File: src/hdl/az_pkg.sv
package az_pkg;

  ////////////////////
  // widths

  // apb address and data
  localparam int APB_AW = 5;
  localparam int APB_DW = 32;

  // auto-zero mux, enable bit on top, select below
  localparam int AZMUX_W = 4;

  // completed pair counter
  localparam int PAIR_W = 16;

  ////////////////////
  // switch and mux constants

  // precharge switch levels
  localparam logic SW_PC_BOOT   = 1'b0;
  localparam logic SW_PC_SIGNAL = 1'b1;

  // s1 selects the precharge output as the high side
  localparam logic [AZMUX_W-1:0] AZMUX_HI_VAL = 4'b1000;

  // s3 as the low side until software picks another input
  localparam logic [AZMUX_W-1:0] AZMUX_LO_DEF = 4'b1010;

  // 500us at a 20MHz clock
  localparam int PRECHARGE_DEF = 10000;

  ////////////////////
  // sequencer states, a load state followed by its wait state
  typedef enum logic [3:0] {
    s_idle,
    s_protect,
    s_protect_wait,
    s_settle,
    s_settle_wait,
    s_meas_hi,
    s_meas_hi_wait,
    s_reprotect,
    s_reprotect_wait,
    s_meas_lo,
    s_meas_lo_wait,
    s_cycle_end
  } az_state_e;

  // apb register byte offsets
  typedef enum logic [APB_AW-1:0] {
    reg_ctrl       = 5'h00,
    reg_precharge  = 5'h04,
    reg_lo_sel     = 5'h08,
    reg_result     = 5'h0C,
    reg_pair_count = 5'h10
  } reg_addr_e;

endpackage

File: src/hdl/adc_conversion.sv
`timescale 1ns/1ps

module adc_conversion import az_pkg::*; #(
  parameter int ADC_W = 16
) (
  input  logic                clk,
  input  logic                reset,
  // request from the sequencer
  input  logic                meas_req,
  input  logic [AZMUX_W-1:0]  azmux,
  // external converter
  output logic                adc_start,
  input  logic                adc_ready,
  input  logic [ADC_W-1:0]    adc_data,
  // completed conversion
  output logic                meas_done,
  output logic [ADC_W-1:0]    meas_code,
  output logic                meas_is_hi
);

  typedef enum logic {
    conv_idle,
    conv_busy
  } conv_state_e;

  conv_state_e state;

  always_ff @(posedge clk or posedge reset)
    if (reset)
    begin
      state      <= conv_idle;
      adc_start  <= 1'b0;
      meas_done  <= 1'b0;
      meas_is_hi <= 1'b0;
    end
    else
    begin
      // both strobes last one cycle
      adc_start <= 1'b0;
      meas_done <= 1'b0;

      case (state)
        conv_idle:
          if (meas_req)
          begin
            state     <= conv_busy;
            adc_start <= 1'b1;
            // mux is already settled on the side being measured
            meas_is_hi <= (azmux == AZMUX_HI_VAL);
          end

        // converter delay varies, adc_ready ends it
        conv_busy:
          if (adc_ready)
          begin
            state     <= conv_idle;
            meas_done <= 1'b1;
          end

        default:
          state <= conv_idle;
      endcase
    end

  // code register, valid with meas_done
  always_ff @(posedge clk)
    if (state == conv_busy && adc_ready)
      meas_code <= adc_data;

  // one conversion in flight at a time
  a_no_req_while_busy: assert property (
    @(posedge clk) disable iff (reset) meas_req |-> (state == conv_idle)
  );

endmodule

File: src/hdl/az_apb_regs.sv
`timescale 1ns/1ps

module az_apb_regs import az_pkg::*; #(
  parameter int ADC_W   = 16,
  parameter int COUNT_W = 24
) (
  input  logic                clk,
  input  logic                reset,
  // apb slave
  input  logic [APB_AW-1:0]   paddr,
  input  logic                psel,
  input  logic                penable,
  input  logic                pwrite,
  input  logic [APB_DW-1:0]   pwdata,
  output logic [APB_DW-1:0]   prdata,
  output logic                pready,
  output logic                pslverr,
  // readback from the result stage
  input  logic [ADC_W:0]      result,
  input  logic [PAIR_W-1:0]   pair_count,
  // configuration levels to the sequencer
  output logic                run,
  output logic [COUNT_W-1:0]  precharge_n,
  output logic [AZMUX_W-1:0]  azmux_lo_val
);

  logic addr_ok;
  logic wr_en;

  // no wait states, every transfer is setup plus one access cycle
  assign pready = 1'b1;

  // write lands at the end of the access cycle
  assign wr_en = psel & penable & pwrite;

  always_ff @(posedge clk or posedge reset)
    if (reset)
    begin
      run          <= 1'b0;
      precharge_n  <= COUNT_W'(PRECHARGE_DEF);
      azmux_lo_val <= AZMUX_LO_DEF;
    end
    else if (wr_en)
    begin
      // result and pair count are read only, writes there are ignored
      case (paddr)
        reg_ctrl:      run          <= pwdata[0];
        reg_precharge: precharge_n  <= pwdata[COUNT_W-1:0];
        reg_lo_sel:    azmux_lo_val <= pwdata[AZMUX_W-1:0];
        default:       ;
      endcase
    end

  ////////////////////
  // read mux, valid through the access cycle
  always_comb
  begin
    prdata  = '0;
    addr_ok = 1'b1;
    case (paddr)
      reg_ctrl:       prdata[0]           = run;
      reg_precharge:  prdata[COUNT_W-1:0] = precharge_n;
      reg_lo_sel:     prdata[AZMUX_W-1:0] = azmux_lo_val;
      // difference is signed, extend it over the bus
      reg_result:     prdata = {{(APB_DW-ADC_W-1){result[ADC_W]}}, result};
      reg_pair_count: prdata[PAIR_W-1:0]  = pair_count;
      default:        addr_ok = 1'b0;
    endcase
  end

  // unknown offsets read zero and flag an error in the access cycle
  assign pslverr = psel & penable & ~addr_ok;

  // access phase never appears without a select
  a_penable_with_psel: assert property (
    @(posedge clk) disable iff (reset) penable |-> psel
  );

endmodule

File: src/hdl/az_result.sv
`timescale 1ns/1ps

module az_result import az_pkg::*; #(
  parameter int ADC_W = 16
) (
  input  logic               clk,
  input  logic               reset,
  input  logic               meas_done,
  input  logic [ADC_W-1:0]   meas_code,
  input  logic               meas_is_hi,
  output logic [ADC_W:0]     result,
  output logic [PAIR_W-1:0]  pair_count
);

  logic [ADC_W-1:0]  hi_code;
  logic              hi_valid;
  logic [ADC_W:0]    diff;

  // one extra bit so hi minus lo never wraps
  assign diff = $signed({1'b0, hi_code}) - $signed({1'b0, meas_code});

  always_ff @(posedge clk or posedge reset)
    if (reset)
    begin
      hi_valid   <= 1'b0;
      result     <= '0;
      pair_count <= '0;
    end
    else if (meas_done)
    begin
      if (meas_is_hi)
        hi_valid <= 1'b1;
      else if (hi_valid)
      begin
        // the pair is consumed
        hi_valid   <= 1'b0;
        result     <= diff;
        pair_count <= pair_count + 1'b1;
      end
      // stray lo without a hi is dropped
    end

  // latest hi code, replaced by each new hi reading
  always_ff @(posedge clk)
    if (meas_done && meas_is_hi)
      hi_code <= meas_code;

endmodule

File: src/hdl/az_sequencer.sv
`timescale 1ns/1ps

module az_sequencer import az_pkg::*; #(
  parameter int COUNT_W = 24
) (
  input  logic                clk,
  input  logic                reset,
  input  logic                run,
  input  logic [COUNT_W-1:0]  precharge_n,
  input  logic [AZMUX_W-1:0]  azmux_lo_val,
  input  logic                meas_done,
  output logic                sw_pc_ctl,
  output logic [AZMUX_W-1:0]  azmux,
  output logic                meas_req,
  output logic [1:0]          monitor
);

  az_state_e           state;
  logic [COUNT_W-1:0]  count_down;

  // hi mux is not touched here
  // the high side reaches the az mux through the precharge switch
  always_ff @(posedge clk or posedge reset)
    if (reset)
    begin
      state      <= s_idle;
      count_down <= '0;
      sw_pc_ctl  <= SW_PC_BOOT;
      azmux      <= AZMUX_HI_VAL;
      meas_req   <= 1'b0;
      monitor    <= 2'b00;
    end
    else
    begin
      // request is a single cycle strobe
      meas_req <= 1'b0;

      // phase timer only runs down, it stops at zero
      if (count_down != '0)
        count_down <= count_down - 1'b1;

      case (state)
        s_idle:
          if (run)
            state <= s_protect;

        ////////////////////
        // boot the precharge switch, signal protected from az charge injection
        s_protect:
        begin
          state      <= s_protect_wait;
          count_down <= precharge_n;
          sw_pc_ctl  <= SW_PC_BOOT;
          monitor    <= 2'b00;
        end
        s_protect_wait:
          if (count_down == '0)
            state <= s_settle;

        ////////////////////
        // az mux over to pc out while still protected, the settle phase
        s_settle:
        begin
          state      <= s_settle_wait;
          count_down <= precharge_n;
          azmux      <= AZMUX_HI_VAL;
          monitor[0] <= 1'b1;
        end
        s_settle_wait:
          if (count_down == '0)
            state <= s_meas_hi;

        ////////////////////
        // switch to signal, take the hi reading
        s_meas_hi:
        begin
          state      <= s_meas_hi_wait;
          sw_pc_ctl  <= SW_PC_SIGNAL;
          monitor[1] <= 1'b1;
          meas_req   <= 1'b1;
        end
        // conversion time set by the adc
        s_meas_hi_wait:
          if (meas_done)
            state <= s_reprotect;

        // back to boot before the mux moves
        s_reprotect:
        begin
          state      <= s_reprotect_wait;
          count_down <= precharge_n;
          sw_pc_ctl  <= SW_PC_BOOT;
          monitor[1] <= 1'b0;
        end
        s_reprotect_wait:
          if (count_down == '0)
            state <= s_meas_lo;

        ////////////////////
        // az mux to the configured lo input, take the lo reading
        s_meas_lo:
        begin
          state      <= s_meas_lo_wait;
          azmux      <= azmux_lo_val;
          monitor[0] <= 1'b0;
          meas_req   <= 1'b1;
        end
        s_meas_lo_wait:
          if (meas_done)
            state <= s_cycle_end;

        // run is only checked here, so a cycle always completes
        s_cycle_end:
          state <= run ? s_protect : s_idle;

        default:
          state <= s_idle;
      endcase
    end

  // mux must not move while the switch passes the signal
  a_azmux_stable_on_signal: assert property (
    @(posedge clk) disable iff (reset)
      (sw_pc_ctl == SW_PC_SIGNAL) |-> $stable(azmux)
  );

endmodule

File: src/hdl/az_top.sv
`timescale 1ns/1ps

module az_top import az_pkg::*; #(
  parameter int ADC_W   = 16,
  parameter int COUNT_W = 24
) (
  input  logic                clk,
  input  logic                reset,
  // apb
  input  logic [APB_AW-1:0]   paddr,
  input  logic                psel,
  input  logic                penable,
  input  logic                pwrite,
  input  logic [APB_DW-1:0]   pwdata,
  output logic [APB_DW-1:0]   prdata,
  output logic                pready,
  output logic                pslverr,
  // analog front end
  output logic                sw_pc_ctl,
  output logic [AZMUX_W-1:0]  azmux,
  output logic [1:0]          monitor,
  // converter
  output logic                adc_start,
  input  logic                adc_ready,
  input  logic [ADC_W-1:0]    adc_data
);

  logic                run;
  logic [COUNT_W-1:0]  precharge_n;
  logic [AZMUX_W-1:0]  azmux_lo_val;
  logic                meas_req;
  logic                meas_done;
  logic [ADC_W-1:0]    meas_code;
  logic                meas_is_hi;
  logic [ADC_W:0]      result;
  logic [PAIR_W-1:0]   pair_count;

  ////////////////////
  // input side
  az_apb_regs #(
    .ADC_W   (ADC_W),
    .COUNT_W (COUNT_W)
  ) u_az_apb_regs (
    .clk          (clk),
    .reset        (reset),
    .paddr        (paddr),
    .psel         (psel),
    .penable      (penable),
    .pwrite       (pwrite),
    .pwdata       (pwdata),
    .prdata       (prdata),
    .pready       (pready),
    .pslverr      (pslverr),
    .result       (result),
    .pair_count   (pair_count),
    .run          (run),
    .precharge_n  (precharge_n),
    .azmux_lo_val (azmux_lo_val)
  );

  ////////////////////
  // processing
  az_sequencer #(
    .COUNT_W (COUNT_W)
  ) u_az_sequencer (
    .clk          (clk),
    .reset        (reset),
    .run          (run),
    .precharge_n  (precharge_n),
    .azmux_lo_val (azmux_lo_val),
    .meas_done    (meas_done),
    .sw_pc_ctl    (sw_pc_ctl),
    .azmux        (azmux),
    .meas_req     (meas_req),
    .monitor      (monitor)
  );

  adc_conversion #(
    .ADC_W (ADC_W)
  ) u_adc_conversion (
    .clk        (clk),
    .reset      (reset),
    .meas_req   (meas_req),
    .azmux      (azmux),
    .adc_start  (adc_start),
    .adc_ready  (adc_ready),
    .adc_data   (adc_data),
    .meas_done  (meas_done),
    .meas_code  (meas_code),
    .meas_is_hi (meas_is_hi)
  );

  ////////////////////
  // output side
  az_result #(
    .ADC_W (ADC_W)
  ) u_az_result (
    .clk        (clk),
    .reset      (reset),
    .meas_done  (meas_done),
    .meas_code  (meas_code),
    .meas_is_hi (meas_is_hi),
    .result     (result),
    .pair_count (pair_count)
  );

endmodule

File: config.mk
export PLATFORM = sky130hd
export DESIGN_NAME = az_top
export DESIGN_NICKNAME = d
export VERILOG_FILES = /design/src/hdl/az_pkg.sv /design/src/hdl/adc_conversion.sv /design/src/hdl/az_apb_regs.sv /design/src/hdl/az_result.sv /design/src/hdl/az_sequencer.sv /design/src/hdl/az_top.sv
export SDC_FILE = /design/constraint.sdc
export NUM_CORES = 1
export LEC_CHECK = 0
export BUFFER_PORTS_ARGS = -buffer_cell sky130_fd_sc_hd__buf_2
export CAP_MARGIN = 5
export CORE_MARGIN = 5
export CORE_UTILIZATION = 45
export DETAILED_ROUTE_END_ITERATION = 10
export GPL_TIMING_DRIVEN = 0
export PLACE_DENSITY = 0.65
export SYNTH_ARGS = -nofsm -noshare
export SYNTH_HDL_FRONTEND = slang
export SYNTH_SLANG_ARGS = --single-unit
File: constraint.sdc
create_clock -name clk -period 4.9 [get_ports clk]
set_input_delay 1.225 -clock clk [delete_from_list [all_inputs] [get_ports clk]]
set_output_delay 1.225 -clock clk [all_outputs]
set_load 0.01 [all_outputs]
Word level (Yosys, flattened, before mapping)
Index checks and enable logic that the tools add are counted.
Widths: inputs -> output; s select.
- $add $sub $neg: 3
- equality and inequality tests: 22
- mux-type cells: 27
- bitwise gates (word level): 6
- reductions and logical operators: 21
- operators by type and width (operator ; count):
    $mux 24 ; 2
    $pmux 4 s12 ; 1
    $pmux 12 s3 ; 1
    $logic_not 24->1 ; 1
    $mux 4 ; 6
    $reduce_bool 24->1 ; 1
    $sub 24x1->24 const B ; 1
    $eq 4x4->1 const B ; 5
    $sub 16x16->17 ; 1
    $add 16x1->16 const B ; 1
    $eq 4x3->1 const B ; 4
    $pmux 8 s2 ; 1
    $pmux 3 s4 ; 1
    $eq 5x4->1 const B ; 2
    $ne 2x1->1 const B ; 5
    $mux 1 ; 9
    $eq 4x2->1 const B ; 2
    $mux 8 ; 1
    $pmux 4 s2 ; 1
    $reduce_and 2->1 ; 4
    $reduce_bool 2->1 ; 4
    $pmux 1 s2 ; 3
    $reduce_and 6->1 ; 1
    $reduce_or 2->1 ; 3
    13 further kinds ; 18
- flip-flop bits (word level): 134
- bits of input ports: 59
- output and inout bits: 42
- logic and storage cells: 97

Longest topological paths before layout
- word-level depth: 5
- gate-level depth with buffers: 9
- gate-level depth less buffers: 9

Modules after synthesis
Synthesis repeated with hierarchy kept, for this count alone.
- cells, all modules: 707
- area, all modules: 7373.3 µm²
- by module, submodules not included (module ; instances ; cells an instance ; area an instance (µm²) ; seq. area each (µm²)):
    az_result ; 1 ; 289 ; 2825.2 ; 1331.3
    az_sequencer ; 1 ; 243 ; 2195.9 ; 877.1
    az_apb_regs ; 1 ; 148 ; 1720.4 ; 734.5
    adc_conversion ; 1 ; 27 ; 631.9 ; 580.6

Worst setup path after synthesis
Ideal clock, no wire load.
- path kind: in2out
- start: input paddr[1]
- end: output prdata[25]
- data arrival time: 2.696 ns
- required time: 3.675 ns
- slack: 0.979 ns
- cell stages on the path: 6
- buffers on the path: 3
- cells stage by stage: nor3_1 > and3_1 > clkbuf_1 > and2_1 > clkbuf_1 > buf_4
- cells in the longest elaborated chain, start to end: 2
- RTL lines (what ; line ; source):
    from (decl) ; az_top.sv:10 ; input logic [APB_AW-1:0] paddr,
    $eq 5x4->1 ; az_apb_regs.sv:60 ; case (paddr)
    $mux 8 ; az_apb_regs.sv:60 ;
    to (decl) ; az_top.sv:15 ; output logic [APB_DW-1:0] prdata,
Every way passes these cells.

Final worst setup path
Ends and elaborated chain as after synthesis.

==> impl_metrics.tcl <==
set metrics [dict create \
    hpwl_mm 11.4 \
    r2r_slack_ps 2410 \
    syn-instance-count 643 \
    status "finished clean" \
    fillCellCount 1236 \
    drc 0 \
    path_clk_slew_ps 50 \
    hold_viol 0 \
    cts-root-buf "clkbuf_16" \
    slowest_stage "clkbuf_1" \
    ioPinCount 101 \
    syn_area_um2 6740 \
    synthFlopType "dfrtp_1" \
    cp.arrival_ps 3320 \
    cp-start-kind "input pin" \
    use_met3_pct 5.15 \
    critPathMaxStageDelay_ps 580 \
    clock_sinks 134 \
    drive_above_1_share_pct 23.5 \
    p_per_area_nw_per_um2 471 \
    grt_setup_unrepaired "false" \
    cts_hold_buffers 0 \
    grt_antenna_before_repair 0 \
    tightest_slew_ps 774 \
    via_per_inst 5.42 \
    io_buffers 91 \
    diodes 0 \
    hold_depth 0 \
    drv_cap 0 \
    synth_seq_cells 134 \
    period_share_pct 92.8 \
    final_max_slew_viol_count 0 \
    grt.met1_usage_pct 22.0 \
    grt_pass1_wl_mm 25.6 \
    post_cts_buffers 0 \
    grt_max_degree 56 \
    cp.required_ps 3670 \
    relSlewSlack_pct 48.4 \
    grtUsageTotal_pct 17.8 \
    layout_common_cells "94 x dfrtp_1, 93 x buf_2, 88 x nand2_1, 50 x o21ai_0, 39 x inv_1" \
    postPlaceCellArea_um2 7460 \
    setup_viol 0 \
    path_class "in -> out" \
    numCtsBuffers 17 \
    postRouteAntennaNets 0 \
    wl_per_cell_um 16.0 \
    post-route-min-period_ps 4550 \
    htreeDepth 4 \
    yosys_warnings 0 \
    yosysSeqAreaShare_pct 52.3 \
    synth.avg_cell_area_um2 10.5 \
    gp_congestion 0.878 \
    syn_nets 722 \
    cp_max_fo 16 \
    design_area_um2 8040 \
    grt_remaining_overflow 0 \
    cts_tree "built" \
    area_growth_pct 19.3 \
    async_flop_share_pct 76.1 \
    synth_cell_types 58 \
    synth_edf_count 32 \
    min_path_type "reg -> reg" \
    vdd_ir_drop_max_mv 0.312 \
    fp.dieArea_um2 17500 \
    cts_resized 0 \
    final_common_cell "dfrtp_1" \
    crit_chain "buf_2, nor3_1, and3_1, clkbuf_1, and2_1, clkbuf_1, buf_4, buf_2" \
    rows 44 \
    fin_worst_skew_ps 7.66 \
    core_area_um2 14600 \
    cp-end-kind "primary output" \
    drt_pass1_iterations 6 \
    use_met2_pct 30.4 \
    fp.dieW_um 132 \
    grt-busiest-layer "met2" \
    vias 5158 \
    drtIter0Drc 382 \
    drt_wl_total_mm 15.2 \
    first_global_vias 5229 \
    die_h_um 132 \
    clockBufferDepth 2 \
    fin_util_pct 55.1 \
    insertion_delay_ps 420 \
    nets 833 \
    start_util_pct 46.2 \
    leakagePower_uw 0.00386 \
    max_freq_mhz 220 \
    reg2reg_depth 8 \
]
## worst paths after layout
check	start	endpoint
worst min-delay path	u_adc_conversion.meas_code[10]	u_az_result.hi_code[10]
worst max-delay path	paddr[1]	prdata[25]
max in group asynchronous	reset	u_az_apb_regs.azmux_lo_val[1]
min in group asynchronous	reset	u_az_sequencer.sw_pc_ctl
worst min register to register	u_adc_conversion.meas_code[10]	u_az_result.hi_code[10]
worst max register to register	u_adc_conversion.meas_code[0]	u_az_result.result[14]
## Yosys cell counts (all sizes together), types with 8 or more instances
cell type | number | area (µm²)
nor4 | 8 | 77.6
xor2 | 17 | 149
clkbuf | 23 | 96.3
dfstp | 8 | 210
edfxtp | 32 | 961
nor2 | 22 | 82.6
o21ai | 50 | 250
mux2 | 29 | 327
inv | 40 | 150
and3 | 9 | 56.3
a21o | 13 | 97.6
nand2 | 89 | 337
dfrtp | 94 | 2350
nand3 | 15 | 75.1
xnor2 | 26 | 228
a21oi | 28 | 140
nor3 | 17 | 85.1
ha | 19 | 238
buf | 14 | 96.3
a222oi | 16 | 160
## worst max-delay path: cells and delay by family
family / cells / cell delay [ps]
and+or+nand+nor: 3 / 770
buffers and inverters: 5 / 1330
## cell families after synthesis
group | share of synthesized area, %
other | 0.0556
flip-flops | 52.3
multiplexers | 5.29
buffers and inverters | 5.09
AO/OA/AOI/OAI | 12.4
XOR/XNOR | 5.59
adder cells (fa/ha/maj) | 3.82
AND/OR/NAND/NOR | 15.5
## where the power goes
group / total [µW] / leakage, µW / internal, µW / switching [µW]
combinational: 976 / 0.00195 / 408 / 569
sequential: 1580 / 0.00163 / 1390 / 192
clock: 1230 / 0.000288 / 779 / 451
## metrics by stage
stage | hold slack, ps | instances | setup TNS (ps) | power [µW] | setup slack (ps)
floorplan | 426 | 643 | 0 | 2280 | 979
global placement | 433 | 918 | -12920 | 2520 | -143
detailed placement | 435 | 919 | 0 | 2570 | 395
CTS | 448 | 951 | 0 | 3820 | 385
global route | 460 | 951 | 0 | 4030 | 147
finish | 449 | 951 | 0 | 3780 | 352
## registers in the layout, indices dropped and copies added, names as in the netlist, 4 cells and up
name and flops:
u_az_apb_regs.azmux_lo_val 4, u_az_sequencer.state 4, u_az_result.result 17, u_az_sequencer.azmux 4
u_adc_conversion.meas_code 16, u_az_result.hi_code 16, u_az_apb_regs.precharge_n 24, u_az_result.pair_count 16
u_az_sequencer.count_down 24
## metal layers
| layer | wire [µm] | part of all wire, % |
|---|---|---|
| met1 | 6480 | 43 |
| met2 | 7770 | 51 |
| met3 | 742 | 4.9 |
| met4 | 244 | 1.6 |
| met5 | 0 | 0 |
## layout make-up
| class | count | area (µm²) | share of cell area [%] |
|---|---|---|---|
| Tap cell | 184 | 230 | 2.86 |
| Buffer | 37 | 193 | 2.40 |
| Multi-Input combinational cell | 432 | 2880 | 35.8 |
| Clock inverter | 7 | 66.3 | 0.825 |
| Clock buffer | 25 | 517 | 6.43 |
| Sequential cell | 134 | 3520 | 43.8 |
| Inverter | 40 | 153 | 1.90 |
| Timing Repair Buffer | 92 | 483 | 6.01 |
No activity file was read; power rests on OpenSTA's default activity.
